## src/verilog/accel_params.svh

```systemverilog
// Accelerator subsystem parameters
`ifndef ACCEL_PARAMS_SVH
`define ACCEL_PARAMS_SVH

// Byte address width
`define ADDR_W 32

// Data word width, four bytes per word
`define DATA_W 32

// Command length width in words
`define LEN_W 8

// Scalar cache line size in bytes
`define LINE_BYTES 16

// Outstanding transfers tracked by the arbiter
`define ARB_DEPTH 4

`endif

```

## src/verilog/accel_pkg.sv

```systemverilog
// Accelerator shared types
`default_nettype none

`include "accel_params.svh"

package accel_pkg;

  typedef logic [`ADDR_W-1:0] addr_t;
  typedef logic [`DATA_W-1:0] data_t;
  typedef logic [`LEN_W-1:0]  len_t;

  // Dispatched command opcodes
  typedef enum logic {
    OP_COPY,
    OP_FILL
  } cmd_op_e;

  typedef enum logic [2:0] {
    IDLE,
    RD_REQ,
    RD_WAIT,
    WR_REQ,
    WR_WAIT,
    DONE
  } copy_state_e;

  // Configuration register offsets
  typedef enum logic [1:0] {
    REG_CTRL        = 2'd0,
    REG_INVAL_COUNT = 2'd1
  } cfg_addr_e;

endpackage

`default_nettype wire

```

## src/verilog/mem_bus_if.sv

```systemverilog
// Single-beat memory bus
`timescale 1ns/1ps
`default_nettype none

interface mem_bus_if import accel_pkg::*; ();

  // Request channel
  logic  req_valid;
  logic  req_ready;
  logic  req_we;
  addr_t req_addr;
  data_t req_wdata;

  // Response channel, in request order
  logic  rsp_valid;
  logic  rsp_ready;
  data_t rsp_rdata;

  modport master (
    output req_valid, req_we, req_addr, req_wdata, rsp_ready,
    input  req_ready, rsp_valid, rsp_rdata
  );

  modport slave (
    input  req_valid, req_we, req_addr, req_wdata, rsp_ready,
    output req_ready, rsp_valid, rsp_rdata
  );

endinterface

`default_nettype wire

```

## src/verilog/sys_config.sv

```systemverilog
// System configuration registers
`timescale 1ns/1ps
`default_nettype none

module sys_config import accel_pkg::*; (
  input  logic      clk_i,
  input  logic      arst_n_i,
  input  logic      cfg_valid_i,
  input  logic      cfg_we_i,
  input  cfg_addr_e cfg_addr_i,
  input  data_t     cfg_wdata_i,
  output logic      cfg_rvalid_o,
  output data_t     cfg_rdata_o,
  input  logic      inval_fire_i,
  output logic      inval_en_o
);

  logic  inval_en_q;
  data_t inval_count_q;
  logic  ctrl_wr;

  assign ctrl_wr    = cfg_valid_i && cfg_we_i && (cfg_addr_i == REG_CTRL);
  assign inval_en_o = inval_en_q;

  always_ff @(posedge clk_i or negedge arst_n_i) begin
    if (!arst_n_i) begin
      inval_en_q    <= 1'b0;
      inval_count_q <= '0;
      cfg_rvalid_o  <= 1'b0;
    end else begin
      cfg_rvalid_o <= cfg_valid_i && !cfg_we_i;
      if (ctrl_wr) begin
        inval_en_q    <= cfg_wdata_i[0];
        // Restart the count with the new setting
        inval_count_q <= '0;
      end else if (inval_fire_i) begin
        inval_count_q <= inval_count_q + 1'b1;
      end
    end
  end

  // Read data, one cycle after the request
  always_ff @(posedge clk_i) begin
    if (cfg_valid_i && !cfg_we_i) begin
      unique case (cfg_addr_i)
        REG_CTRL:        cfg_rdata_o <= data_t'(inval_en_q);
        REG_INVAL_COUNT: cfg_rdata_o <= inval_count_q;
        default:         cfg_rdata_o <= '0;
      endcase
    end
  end

endmodule

`default_nettype wire

```

## src/verilog/vec_copy_unit.sv

```systemverilog
// Block copy accelerator
`timescale 1ns/1ps
`default_nettype none

module vec_copy_unit import accel_pkg::*; (
  input  logic      clk_i,
  input  logic      arst_n_i,
  input  logic      cmd_valid_i,
  output logic      cmd_ready_o,
  input  cmd_op_e   cmd_op_i,
  input  addr_t     cmd_src_i,
  input  addr_t     cmd_dst_i,
  input  len_t      cmd_len_i,
  output logic      rsp_valid_o,
  input  logic      rsp_ready_i,
  output len_t      rsp_words_o,
  mem_bus_if.master mem
);

  copy_state_e state_q, state_d;
  len_t        idx_q;
  cmd_op_e     op_q;
  addr_t       src_q;
  addr_t       dst_q;
  len_t        len_q;
  data_t       data_q;
  addr_t       offs;
  logic        cmd_fire;
  logic        last_word;

  assign cmd_fire  = cmd_valid_i && cmd_ready_o;
  assign offs      = addr_t'({idx_q, 2'b00});
  assign last_word = len_t'(idx_q + 1'b1) == len_q;

  ////////////////////////////////////////////////////////////////////////////
  // Control FSM
  ////////////////////////////////////////////////////////////////////////////

  always_comb begin
    state_d = state_q;
    unique case (state_q)
      IDLE: begin
        if (cmd_valid_i)
          state_d = (cmd_op_i == OP_COPY) ? RD_REQ : WR_REQ;
      end
      RD_REQ: begin
        if (mem.req_ready)
          state_d = RD_WAIT;
      end
      RD_WAIT: begin
        if (mem.rsp_valid)
          state_d = WR_REQ;
      end
      WR_REQ: begin
        if (mem.req_ready)
          state_d = WR_WAIT;
      end
      WR_WAIT: begin
        if (mem.rsp_valid) begin
          if (last_word)
            state_d = DONE;
          else if (op_q == OP_COPY)
            state_d = RD_REQ;
          else
            state_d = WR_REQ;
        end
      end
      DONE: begin
        if (rsp_ready_i)
          state_d = IDLE;
      end
      default: state_d = IDLE;
    endcase
  end

  always_ff @(posedge clk_i or negedge arst_n_i) begin
    if (!arst_n_i) begin
      state_q <= IDLE;
      idx_q   <= '0;
    end else begin
      state_q <= state_d;
      if (cmd_fire)
        idx_q <= '0;
      else if (state_q == WR_WAIT && mem.rsp_valid)
        idx_q <= idx_q + 1'b1;
    end
  end

  // Command fields and the word in flight
  always_ff @(posedge clk_i) begin
    if (cmd_fire) begin
      op_q   <= cmd_op_i;
      src_q  <= cmd_src_i;
      dst_q  <= cmd_dst_i;
      len_q  <= cmd_len_i;
      // FILL keeps the pattern for every write
      data_q <= data_t'(cmd_src_i);
    end else if (state_q == RD_WAIT && mem.rsp_valid) begin
      data_q <= mem.rsp_rdata;
    end
  end

  ////////////////////////////////////////////////////////////////////////////
  // Bus and handshake outputs
  ////////////////////////////////////////////////////////////////////////////

  assign mem.req_valid = (state_q == RD_REQ) || (state_q == WR_REQ);
  assign mem.req_we    = (state_q == WR_REQ);
  assign mem.req_addr  = (state_q == WR_REQ) ? dst_q + offs : src_q + offs;
  assign mem.req_wdata = data_q;
  assign mem.rsp_ready = (state_q == RD_WAIT) || (state_q == WR_WAIT);

  assign cmd_ready_o = (state_q == IDLE);
  assign rsp_valid_o = (state_q == DONE);
  assign rsp_words_o = len_q;

  // The dispatcher never sends an empty command
  assert property (@(posedge clk_i) disable iff (!arst_n_i)
    cmd_fire |-> cmd_len_i != '0)
    else $error("Copy command with zero length accepted");

endmodule

`default_nettype wire

```

## src/verilog/inval_filter.sv

```systemverilog
// Write invalidation filter
`timescale 1ns/1ps
`default_nettype none

`include "accel_params.svh"

module inval_filter import accel_pkg::*; (
  input  logic      clk_i,
  input  logic      arst_n_i,
  input  logic      en_i,
  mem_bus_if.slave  slv,
  mem_bus_if.master mst,
  output logic      inval_valid_o,
  input  logic      inval_ready_i,
  output addr_t     inval_addr_o,
  output logic      inval_fire_o
);

  localparam int unsigned LINE_OFF_W = $clog2(`LINE_BYTES);

  addr_t line_q;
  logic  line_vld_q;
  addr_t req_line;
  logic  need_inval;

  assign req_line = {slv.req_addr[`ADDR_W-1:LINE_OFF_W], {LINE_OFF_W{1'b0}}};

  // Writes to a line other than the last invalidated one wait
  assign need_inval = en_i && slv.req_valid && slv.req_we &&
                      !(line_vld_q && (line_q == req_line));

  assign inval_valid_o = need_inval;
  assign inval_addr_o  = req_line;
  assign inval_fire_o  = inval_valid_o && inval_ready_i;

  always_ff @(posedge clk_i or negedge arst_n_i) begin
    if (!arst_n_i) begin
      line_vld_q <= 1'b0;
    end else if (!en_i) begin
      line_vld_q <= 1'b0;
    end else if (inval_fire_o) begin
      line_vld_q <= 1'b1;
    end
  end

  always_ff @(posedge clk_i) begin
    if (inval_fire_o)
      line_q <= req_line;
  end

  ////////////////////////////////////////////////////////////////////////////
  // Request and response paths
  ////////////////////////////////////////////////////////////////////////////

  assign mst.req_valid = slv.req_valid && !need_inval;
  assign mst.req_we    = slv.req_we;
  assign mst.req_addr  = slv.req_addr;
  assign mst.req_wdata = slv.req_wdata;
  assign slv.req_ready = mst.req_ready && !need_inval;

  assign slv.rsp_valid = mst.rsp_valid;
  assign slv.rsp_rdata = mst.rsp_rdata;
  assign mst.rsp_ready = slv.rsp_ready;

  // Upstream holds the write, so a refused invalidation keeps it blocked
  assert property (@(posedge clk_i) disable iff (!arst_n_i)
    (en_i && $past(en_i && inval_valid_o && !inval_ready_i))
      |-> !(mst.req_valid && mst.req_we))
    else $error("Write forwarded while its invalidation is pending");

endmodule

`default_nettype wire

```

## src/verilog/mem_arbiter.sv

```systemverilog
// Round-robin memory arbiter
`timescale 1ns/1ps
`default_nettype none

`include "accel_params.svh"

module mem_arbiter import accel_pkg::*; (
  input  logic     clk_i,
  input  logic     arst_n_i,
  mem_bus_if.slave port0,
  mem_bus_if.slave port1,
  output logic     mem_req_valid_o,
  input  logic     mem_req_ready_i,
  output logic     mem_req_we_o,
  output addr_t    mem_req_addr_o,
  output data_t    mem_req_wdata_o,
  input  logic     mem_rsp_valid_i,
  output logic     mem_rsp_ready_o,
  input  data_t    mem_rsp_rdata_i
);

  localparam int unsigned DEPTH = `ARB_DEPTH;
  localparam int unsigned PTR_W = $clog2(DEPTH);

  logic             rr_q;
  logic             hold_q;
  logic             hold_gnt_q;
  logic             arb_gnt;
  logic             gnt;
  logic             push;
  logic             pop;
  logic             fifo_full;
  logic             fifo_empty;
  logic             head_id;
  logic             id_q [DEPTH];
  logic [PTR_W-1:0] wr_ptr_q;
  logic [PTR_W-1:0] rd_ptr_q;
  logic [PTR_W:0]   cnt_q;

  ////////////////////////////////////////////////////////////////////////////
  // Request arbitration
  ////////////////////////////////////////////////////////////////////////////

  always_comb begin
    if (port0.req_valid && port1.req_valid)
      arb_gnt = rr_q;
    else
      arb_gnt = port1.req_valid;
  end

  // A stalled request keeps its grant
  assign gnt = hold_q ? hold_gnt_q : arb_gnt;

  assign mem_req_valid_o = (port0.req_valid || port1.req_valid) && !fifo_full;
  assign mem_req_we_o    = gnt ? port1.req_we    : port0.req_we;
  assign mem_req_addr_o  = gnt ? port1.req_addr  : port0.req_addr;
  assign mem_req_wdata_o = gnt ? port1.req_wdata : port0.req_wdata;
  assign port0.req_ready = mem_req_ready_i && !fifo_full && !gnt;
  assign port1.req_ready = mem_req_ready_i && !fifo_full && gnt;

  assign push = mem_req_valid_o && mem_req_ready_i;

  always_ff @(posedge clk_i or negedge arst_n_i) begin
    if (!arst_n_i) begin
      rr_q       <= 1'b0;
      hold_q     <= 1'b0;
      hold_gnt_q <= 1'b0;
    end else begin
      hold_q     <= mem_req_valid_o && !mem_req_ready_i;
      hold_gnt_q <= gnt;
      if (push)
        rr_q <= ~gnt;
    end
  end

  ////////////////////////////////////////////////////////////////////////////
  // Source ID FIFO and response steering
  ////////////////////////////////////////////////////////////////////////////

  assign fifo_full  = cnt_q == (PTR_W+1)'(DEPTH);
  assign fifo_empty = cnt_q == '0;
  assign head_id    = id_q[rd_ptr_q];
  assign pop        = mem_rsp_valid_i && mem_rsp_ready_o;

  assign mem_rsp_ready_o = !fifo_empty && (head_id ? port1.rsp_ready : port0.rsp_ready);
  assign port0.rsp_valid = mem_rsp_valid_i && !fifo_empty && !head_id;
  assign port1.rsp_valid = mem_rsp_valid_i && !fifo_empty && head_id;
  assign port0.rsp_rdata = mem_rsp_rdata_i;
  assign port1.rsp_rdata = mem_rsp_rdata_i;

  always_ff @(posedge clk_i or negedge arst_n_i) begin
    if (!arst_n_i) begin
      wr_ptr_q <= '0;
      rd_ptr_q <= '0;
      cnt_q    <= '0;
    end else begin
      if (push)
        wr_ptr_q <= (wr_ptr_q == PTR_W'(DEPTH-1)) ? '0 : wr_ptr_q + 1'b1;
      if (pop)
        rd_ptr_q <= (rd_ptr_q == PTR_W'(DEPTH-1)) ? '0 : rd_ptr_q + 1'b1;
      unique case ({push, pop})
        2'b10:   cnt_q <= cnt_q + 1'b1;
        2'b01:   cnt_q <= cnt_q - 1'b1;
        default: cnt_q <= cnt_q;
      endcase
    end
  end

  always_ff @(posedge clk_i) begin
    if (push)
      id_q[wr_ptr_q] <= gnt;
  end

  assert property (@(posedge clk_i) disable iff (!arst_n_i)
    cnt_q <= (PTR_W+1)'(DEPTH))
    else $error("Arbiter ID FIFO overflow");

  // Memory answers only accepted requests
  assert property (@(posedge clk_i) disable iff (!arst_n_i)
    mem_rsp_valid_i |-> !fifo_empty)
    else $error("Memory response with no outstanding request");

endmodule

`default_nettype wire

```

## src/verilog/accel_system.sv

```systemverilog
// Accelerator subsystem top level
`timescale 1ns/1ps
`default_nettype none

module accel_system import accel_pkg::*; (
  input  logic      clk_i,
  input  logic      arst_n_i,
  // Command dispatch
  input  logic      cmd_valid_i,
  output logic      cmd_ready_o,
  input  cmd_op_e   cmd_op_i,
  input  addr_t     cmd_src_i,
  input  addr_t     cmd_dst_i,
  input  len_t      cmd_len_i,
  output logic      rsp_valid_o,
  input  logic      rsp_ready_i,
  output len_t      rsp_words_o,
  // Narrow host port
  input  logic      host_req_valid_i,
  output logic      host_req_ready_o,
  input  logic      host_req_we_i,
  input  addr_t     host_req_addr_i,
  input  data_t     host_req_wdata_i,
  output logic      host_rsp_valid_o,
  input  logic      host_rsp_ready_i,
  output data_t     host_rsp_rdata_o,
  // Memory port
  output logic      mem_req_valid_o,
  input  logic      mem_req_ready_i,
  output logic      mem_req_we_o,
  output addr_t     mem_req_addr_o,
  output data_t     mem_req_wdata_o,
  input  logic      mem_rsp_valid_i,
  output logic      mem_rsp_ready_o,
  input  data_t     mem_rsp_rdata_i,
  // Scalar cache invalidation
  output logic      inval_valid_o,
  input  logic      inval_ready_i,
  output addr_t     inval_addr_o,
  // Configuration
  input  logic      cfg_valid_i,
  input  logic      cfg_we_i,
  input  cfg_addr_e cfg_addr_i,
  input  data_t     cfg_wdata_i,
  output logic      cfg_rvalid_o,
  output data_t     cfg_rdata_o
);

  logic inval_en;
  logic inval_fire;

  mem_bus_if copy_bus ();
  mem_bus_if filt_bus ();
  mem_bus_if host_bus ();

  assign host_bus.req_valid  = host_req_valid_i;
  assign host_bus.req_we     = host_req_we_i;
  assign host_bus.req_addr   = host_req_addr_i;
  assign host_bus.req_wdata  = host_req_wdata_i;
  assign host_bus.rsp_ready  = host_rsp_ready_i;
  assign host_req_ready_o    = host_bus.req_ready;
  assign host_rsp_valid_o    = host_bus.rsp_valid;
  assign host_rsp_rdata_o    = host_bus.rsp_rdata;

  sys_config i_sys_config (
    .clk_i       (clk_i       ),
    .arst_n_i    (arst_n_i    ),
    .cfg_valid_i (cfg_valid_i ),
    .cfg_we_i    (cfg_we_i    ),
    .cfg_addr_i  (cfg_addr_i  ),
    .cfg_wdata_i (cfg_wdata_i ),
    .cfg_rvalid_o(cfg_rvalid_o),
    .cfg_rdata_o (cfg_rdata_o ),
    .inval_fire_i(inval_fire  ),
    .inval_en_o  (inval_en    )
  );

  vec_copy_unit i_vec_copy_unit (
    .clk_i      (clk_i      ),
    .arst_n_i   (arst_n_i   ),
    .cmd_valid_i(cmd_valid_i),
    .cmd_ready_o(cmd_ready_o),
    .cmd_op_i   (cmd_op_i   ),
    .cmd_src_i  (cmd_src_i  ),
    .cmd_dst_i  (cmd_dst_i  ),
    .cmd_len_i  (cmd_len_i  ),
    .rsp_valid_o(rsp_valid_o),
    .rsp_ready_i(rsp_ready_i),
    .rsp_words_o(rsp_words_o),
    .mem        (copy_bus   )
  );

  inval_filter i_inval_filter (
    .clk_i        (clk_i        ),
    .arst_n_i     (arst_n_i     ),
    .en_i         (inval_en     ),
    .slv          (copy_bus     ),
    .mst          (filt_bus     ),
    .inval_valid_o(inval_valid_o),
    .inval_ready_i(inval_ready_i),
    .inval_addr_o (inval_addr_o ),
    .inval_fire_o (inval_fire   )
  );

  // Accelerator on port 0, host on port 1
  mem_arbiter i_mem_arbiter (
    .clk_i          (clk_i          ),
    .arst_n_i       (arst_n_i       ),
    .port0          (filt_bus       ),
    .port1          (host_bus       ),
    .mem_req_valid_o(mem_req_valid_o),
    .mem_req_ready_i(mem_req_ready_i),
    .mem_req_we_o   (mem_req_we_o   ),
    .mem_req_addr_o (mem_req_addr_o ),
    .mem_req_wdata_o(mem_req_wdata_o),
    .mem_rsp_valid_i(mem_rsp_valid_i),
    .mem_rsp_ready_o(mem_rsp_ready_o),
    .mem_rsp_rdata_i(mem_rsp_rdata_i)
  );

endmodule

`default_nettype wire

```

## config.mk

```make
export PLATFORM = sky130hd
export DESIGN_NAME = accel_system
export DESIGN_NICKNAME = d
export VERILOG_FILES = /design/src/verilog/accel_pkg.sv /design/src/verilog/mem_bus_if.sv /design/src/verilog/sys_config.sv /design/src/verilog/vec_copy_unit.sv /design/src/verilog/inval_filter.sv /design/src/verilog/mem_arbiter.sv /design/src/verilog/accel_system.sv
export VERILOG_INCLUDE_DIRS = /design/src /design/src/verilog
export SDC_FILE = /design/constraint.sdc
export NUM_CORES = 1
export LEC_CHECK = 0
export BUFFER_PORTS_ARGS = -buffer_cell sky130_fd_sc_hd__buf_4
export CAP_MARGIN = 10
export CORE_ASPECT_RATIO = 1.5
export CORE_MARGIN = 2
export CORE_UTILIZATION = 52
export CTS_CLUSTER_DIAMETER = 100
export CTS_CLUSTER_SIZE = 8
export DETAILED_ROUTE_END_ITERATION = 6
export PLACE_DENSITY_LB_ADDON = 0.1
export SYNTH_ARGS = -nofsm -noshare
export SYNTH_HDL_FRONTEND = slang
export SYNTH_SLANG_ARGS = --single-unit
```

## constraint.sdc

```tcl
create_clock -name clk_i -period 8.08 [get_ports clk_i]
set_input_delay 1.616 -clock clk_i [delete_from_list [all_inputs] [get_ports clk_i]]
set_output_delay 1.616 -clock clk_i [all_outputs]
set_load 0.1 [all_outputs]
```

==> summary.json <==
{
  "global_route_wire_length_before_repair": {"value": 51.1, "unit": "mm"},
  "cp_max_fo": {"value": 73},
  "detailed_place.area": {"value": 0.0154, "unit": "sq mm"},
  "cts_tree": {"value": "yes"},
  "num-nets-final": {"value": 1717},
  "ctsLongestPathBuffers": {"value": 3},
  "synth_seq_area_share": {"value": 51.3, "unit": "%"},
  "async_set_reset_flop_share_out_of_synthesis": {"value": 24.9, "unit": "%"},
  "globalRouteTotalUtil": {"value": 24.8, "unit": "%"},
  "fin_area": {"value": 0.0164, "unit": "sq mm"},
  "cts.reportedPaths.clkPinSlew": {"value": 50, "unit": "ps"},
  "placementRows": {"value": 69},
  "first_global_vias": {"value": 9924},
  "boundaryPins": {"value": 392},
  "worst_skew_pair.late_latency": {"value": 490, "unit": "ps"},
  "worst_pin_slew": {"value": 1080, "unit": "ps"},
  "fraction_of_synthesized_cell_area_taken_by_the_top_area_cell_type": {"value": 40.2, "unit": "%"},
  "final_antenna_net_count": {"value": 0},
  "timing.final.crit_share": {"value": 95.7, "unit": "%"},
  "area.growth.synth_to_final": {"value": 29.9, "unit": "%"},
  "startpoint_type": {"value": "flop"},
  "report.final.hold_viol_count": {"value": 0},
  "setup_repair_after_global_routing_missed_its_margin": {"value": "no"},
  "synthesis.instances": {"value": 1157},
  "wirelength": {"value": 32.7, "unit": "mm"},
  "cellLeakagePower": {"value": 0.00696, "unit": "uW"},
  "synth_enable_flop_cells": {"value": 169},
  "post-synth-top-count-cell": {"value": "nand2_1"},
  "netlist_top_cells_area": {"value": "edfxtp_1 40%, dfrtp_1 11%, nand2_1 6.2%"},
  "post_cts_hold_buffer_count": {"value": 0},
  "core_area": {"value": 0.0237, "unit": "sq mm"},
  "netlist_area_pre_place": {"value": 0.0126, "unit": "sq mm"},
  "slew-limit-headroom": {"value": 27.7, "unit": "%"},
  "grt_start_max_net_pins": {"value": 74},
  "synthesis.yosys.warnings": {"value": 0},
  "final_cell_count_no_fill": {"value": 1815},
  "p_per_area": {"value": 432, "unit": "mW/mm^2"},
  "die-width": {"value": 131, "unit": "um"},
  "dpl.cell_count": {"value": 1765},
  "fmaxAchievable": {"value": 129, "unit": "MHz"},
  "finalSetupViolations": {"value": 0},
  "layout_cell_share_with_drive_strength_beyond_1": {"value": 34.3, "unit": "%"},
  "floorplan.die.height": {"value": 195, "unit": "um"},
  "die_area": {"value": 0.0256, "unit": "sq mm"},
  "synthesis.area_per_instance": {"value": 10.9, "unit": "sq um"},
  "status": {"value": "finished clean"},
  "final.fill_count": {"value": 1820},
  "period_needed": {"value": 7730, "unit": "ps"},
  "place_hpwl": {"value": 24.4, "unit": "mm"},
  "cts_htree_levels": {"value": 2},
  "drt_iter0_markers": {"value": 635},
  "route.detailed.vias_per_inst": {"value": 5.47},
  "worst_ep_required_time": {"value": 6460, "unit": "ps"},
  "drt_pass1_iterations": {"value": 5},
  "max_slew_violation_count": {"value": 0},
  "vdd.ir_drop.worst": {"value": 0.000355, "unit": "V"},
  "antenna_found_initial": {"value": 0},
  "setup.worst_path.class": {"value": "reg2out"},
  "global_route.overflow_total": {"value": 0},
  "cts_setup_buffers": {"value": 0},
  "postLayoutSetupSlackWorst": {"value": 350, "unit": "ps"},
  "finalPower": {"value": 7090, "unit": "uW"},
  "main_flop_type_after_synthesis": {"value": "edfxtp_1"},
  "yosys.area.top_type": {"value": "edfxtp_1"},
  "endpoint_kind": {"value": "primary output"},
  "start_util": {"value": 53.2, "unit": "%"},
  "max_cap_check_violation_count": {"value": 0},
  "via_count": {"value": 9925},
  "placement.setup.worst_slack": {"value": 745, "unit": "ps"},
  "cts-buffers-inserted": {"value": 34},
  "synth.lib_cells_used.distinct": {"value": 84},
  "setup_skew": {"value": 20.6, "unit": "ps"},
  "antenna-diode-count": {"value": 0},
  "synthTopCellsByCount": {"value": "207 x nand2_1, 169 x edfxtp_1, 63 x mux2_2"},
  "worstPathArrival": {"value": 6110, "unit": "ps"},
  "wl_per_cell": {"value": 18.0, "unit": "um"},
  "port_buffers": {"value": 356},
  "synth-seq-cells": {"value": 225},
  "final_core_util": {"value": 69.0, "unit": "%"},
  "detail_route.drc_violations": {"value": 0},
  "cts-root-buf": {"value": "clkbuf_16"},
  "min_path_type": {"value": "reg2reg"},
  "finalWeightedCongestion": {"value": 0.892},
  "cts.sink_count": {"value": 225}
}
[final timing paths]
| kind | slack [ps] | startpoint | end | depth (start not counted) |
|---|---|---|---|---|
| hold reg to reg | 490 | i_inval_filter.line_vld_q$_DFFE_PN0P_ | i_inval_filter.line_vld_q$_DFFE_PN0P_ | 1 |
| hold / removal | 490 | i_inval_filter.line_vld_q$_DFFE_PN0P_ | i_inval_filter.line_vld_q$_DFFE_PN0P_ | 1 |
| setup / recovery | 350 | i_vec_copy_unit.state_q[2]$_DFFE_PN0P_ | mem_req_wdata_o[29] | 18 |
| max in group asynchronous | 6340 | arst_n_i | i_vec_copy_unit.state_q[0]$_DFFE_PN0P_ | 1 |
| min in group asynchronous | 1170 | arst_n_i | i_mem_arbiter.wr_ptr_q[0]$_DFFE_PN0P_ | 1 |
| setup reg to reg | 1980 | i_vec_copy_unit.state_q[2]$_DFFE_PN0P_ | i_mem_arbiter.cnt_q[1]$_DFFE_PN0P_ | 21 |
[area by class of cell]
type / instances / area (sq um) / share of cell area (%)
Timing Repair Buffer: 367 / 2770 / 16.9
Multi-Input combinational cell: 826 / 5690 / 34.7
Inverter: 28 / 108 / 0.657
Clock inverter: 2 / 17.5 / 0.107
Sequential cell: 225 / 6480 / 39.5
Tap cell: 319 / 399 / 2.44
Clock buffer: 48 / 925 / 5.64
[timing repair]
action	4_1_cts	5_1_grt
hold endpoints to repair	0	0
endpoints found under the setup margin	0	34
resized for setup	0	4
[layer usage]
metal | GRT usage [%] | share of wire, % | vias up
met5 | 0 | 0 | -
met4 | 10.2 | 3.6 | 0
met3 | 4.02 | 5.7 | 67
met2 | 45.9 | 54 | 384
met1 | 28.4 | 37 | 4703
li1 | - | - | 4771
[per-stage QoR]
stage / TNS, ps / hold slack [ps]
floorplan: -1790 / 454
detailed placement: 0 / 471
CTS: 0 / 490
global placement: 0 / 473
finish: 0 / 491
global route: 0 / 523
[sequential cells by signal, summed over array words and instances, names as in the netlist, 8 cells and up]
| name | count |
|---|---|
| i_vec_copy_unit.dst_q | 32 |
| i_vec_copy_unit.rsp_words_o | 8 |
| i_vec_copy_unit.src_q | 32 |
| i_inval_filter.line_q | 28 |
| i_vec_copy_unit.idx_q | 8 |
| i_vec_copy_unit.mem.req_wdata | 32 |
| i_sys_config.cfg_rdata_o | 32 |
| i_sys_config.inval_count_q | 32 |
[worst max-delay path: stages (launching register included)]
cell	delay [ps]
dfrtp_1	500
nand3b_2	420
nand2_1	140
nand2_1	60
ha_1	220
fa_1	430
a211oi_2	440
nor3_4	140
o221a_2	350
xnor2_2	310
inv_1	140
or3_1	340
a2111oi_2	290
nand4_1	180
nor4_4	500
o21ai_4	180
buf_12	220
mux2_2	340
buf_4	290
[logic make-up after synthesis]
| group | Yosys count | synth area share (%) |
|---|---|---|
| multiplexers | 102 | 8.87 |
| AND/OR/NAND/NOR | 488 | 19.5 |
| adder cells (fa/ha/maj) | 20 | 2.10 |
| XOR/XNOR | 84 | 6.38 |
| flip-flops | 225 | 51.3 |
| other | 1 | 0.0297 |
| buffers and inverters | 109 | 4.53 |
| AO/OA/AOI/OAI | 128 | 7.29 |
[cell usage in the layout, fill, tap and decap left out, types with 5 or more instances in the layout]
cell / synthesis / layout
nor4b_1: 8 / 8
o21ai_0: 23 / 16
mux2_2: 63 / 63
nand4_1: 22 / 22
nand2b_1: 23 / 23
nand2_1: 207 / 207
xnor3_1: 5 / 5
inv_1: 28 / 27
or3_1: 9 / 9
buf_4: 39 / 366
a211oi_1: 7 / 7
xnor2_1: 49 / 45
and2_1: 44 / 44
xor2_1: 30 / 26
and3_1: 21 / 21
o211ai_1: 5 / 5
nor4_1: 19 / 19
mux2i_1: 35 / 35
dfrtp_1: 56 / 55
ha_1: 18 / 18
clkbuf_1: 21 / 13
nand3_1: 33 / 33
nor3_1: 12 / 11
clkbuf_16: 0 / 35
edfxtp_1: 169 / 169
a21oi_1: 26 / 25
nor2_1: 56 / 56
o21ai_1: 5 / 11
a21o_1: 5 / 5
[power by group]
group	switching, uW	leakage (uW)	total [uW]	internal (uW)
logic	3200	0.00423	4210	1010
registers	132	0.00227	1610	1480
clock network	478	0.000455	1260	785
total	3810	0.00696	7090	3280
Power figures use the tool's default switching activity.
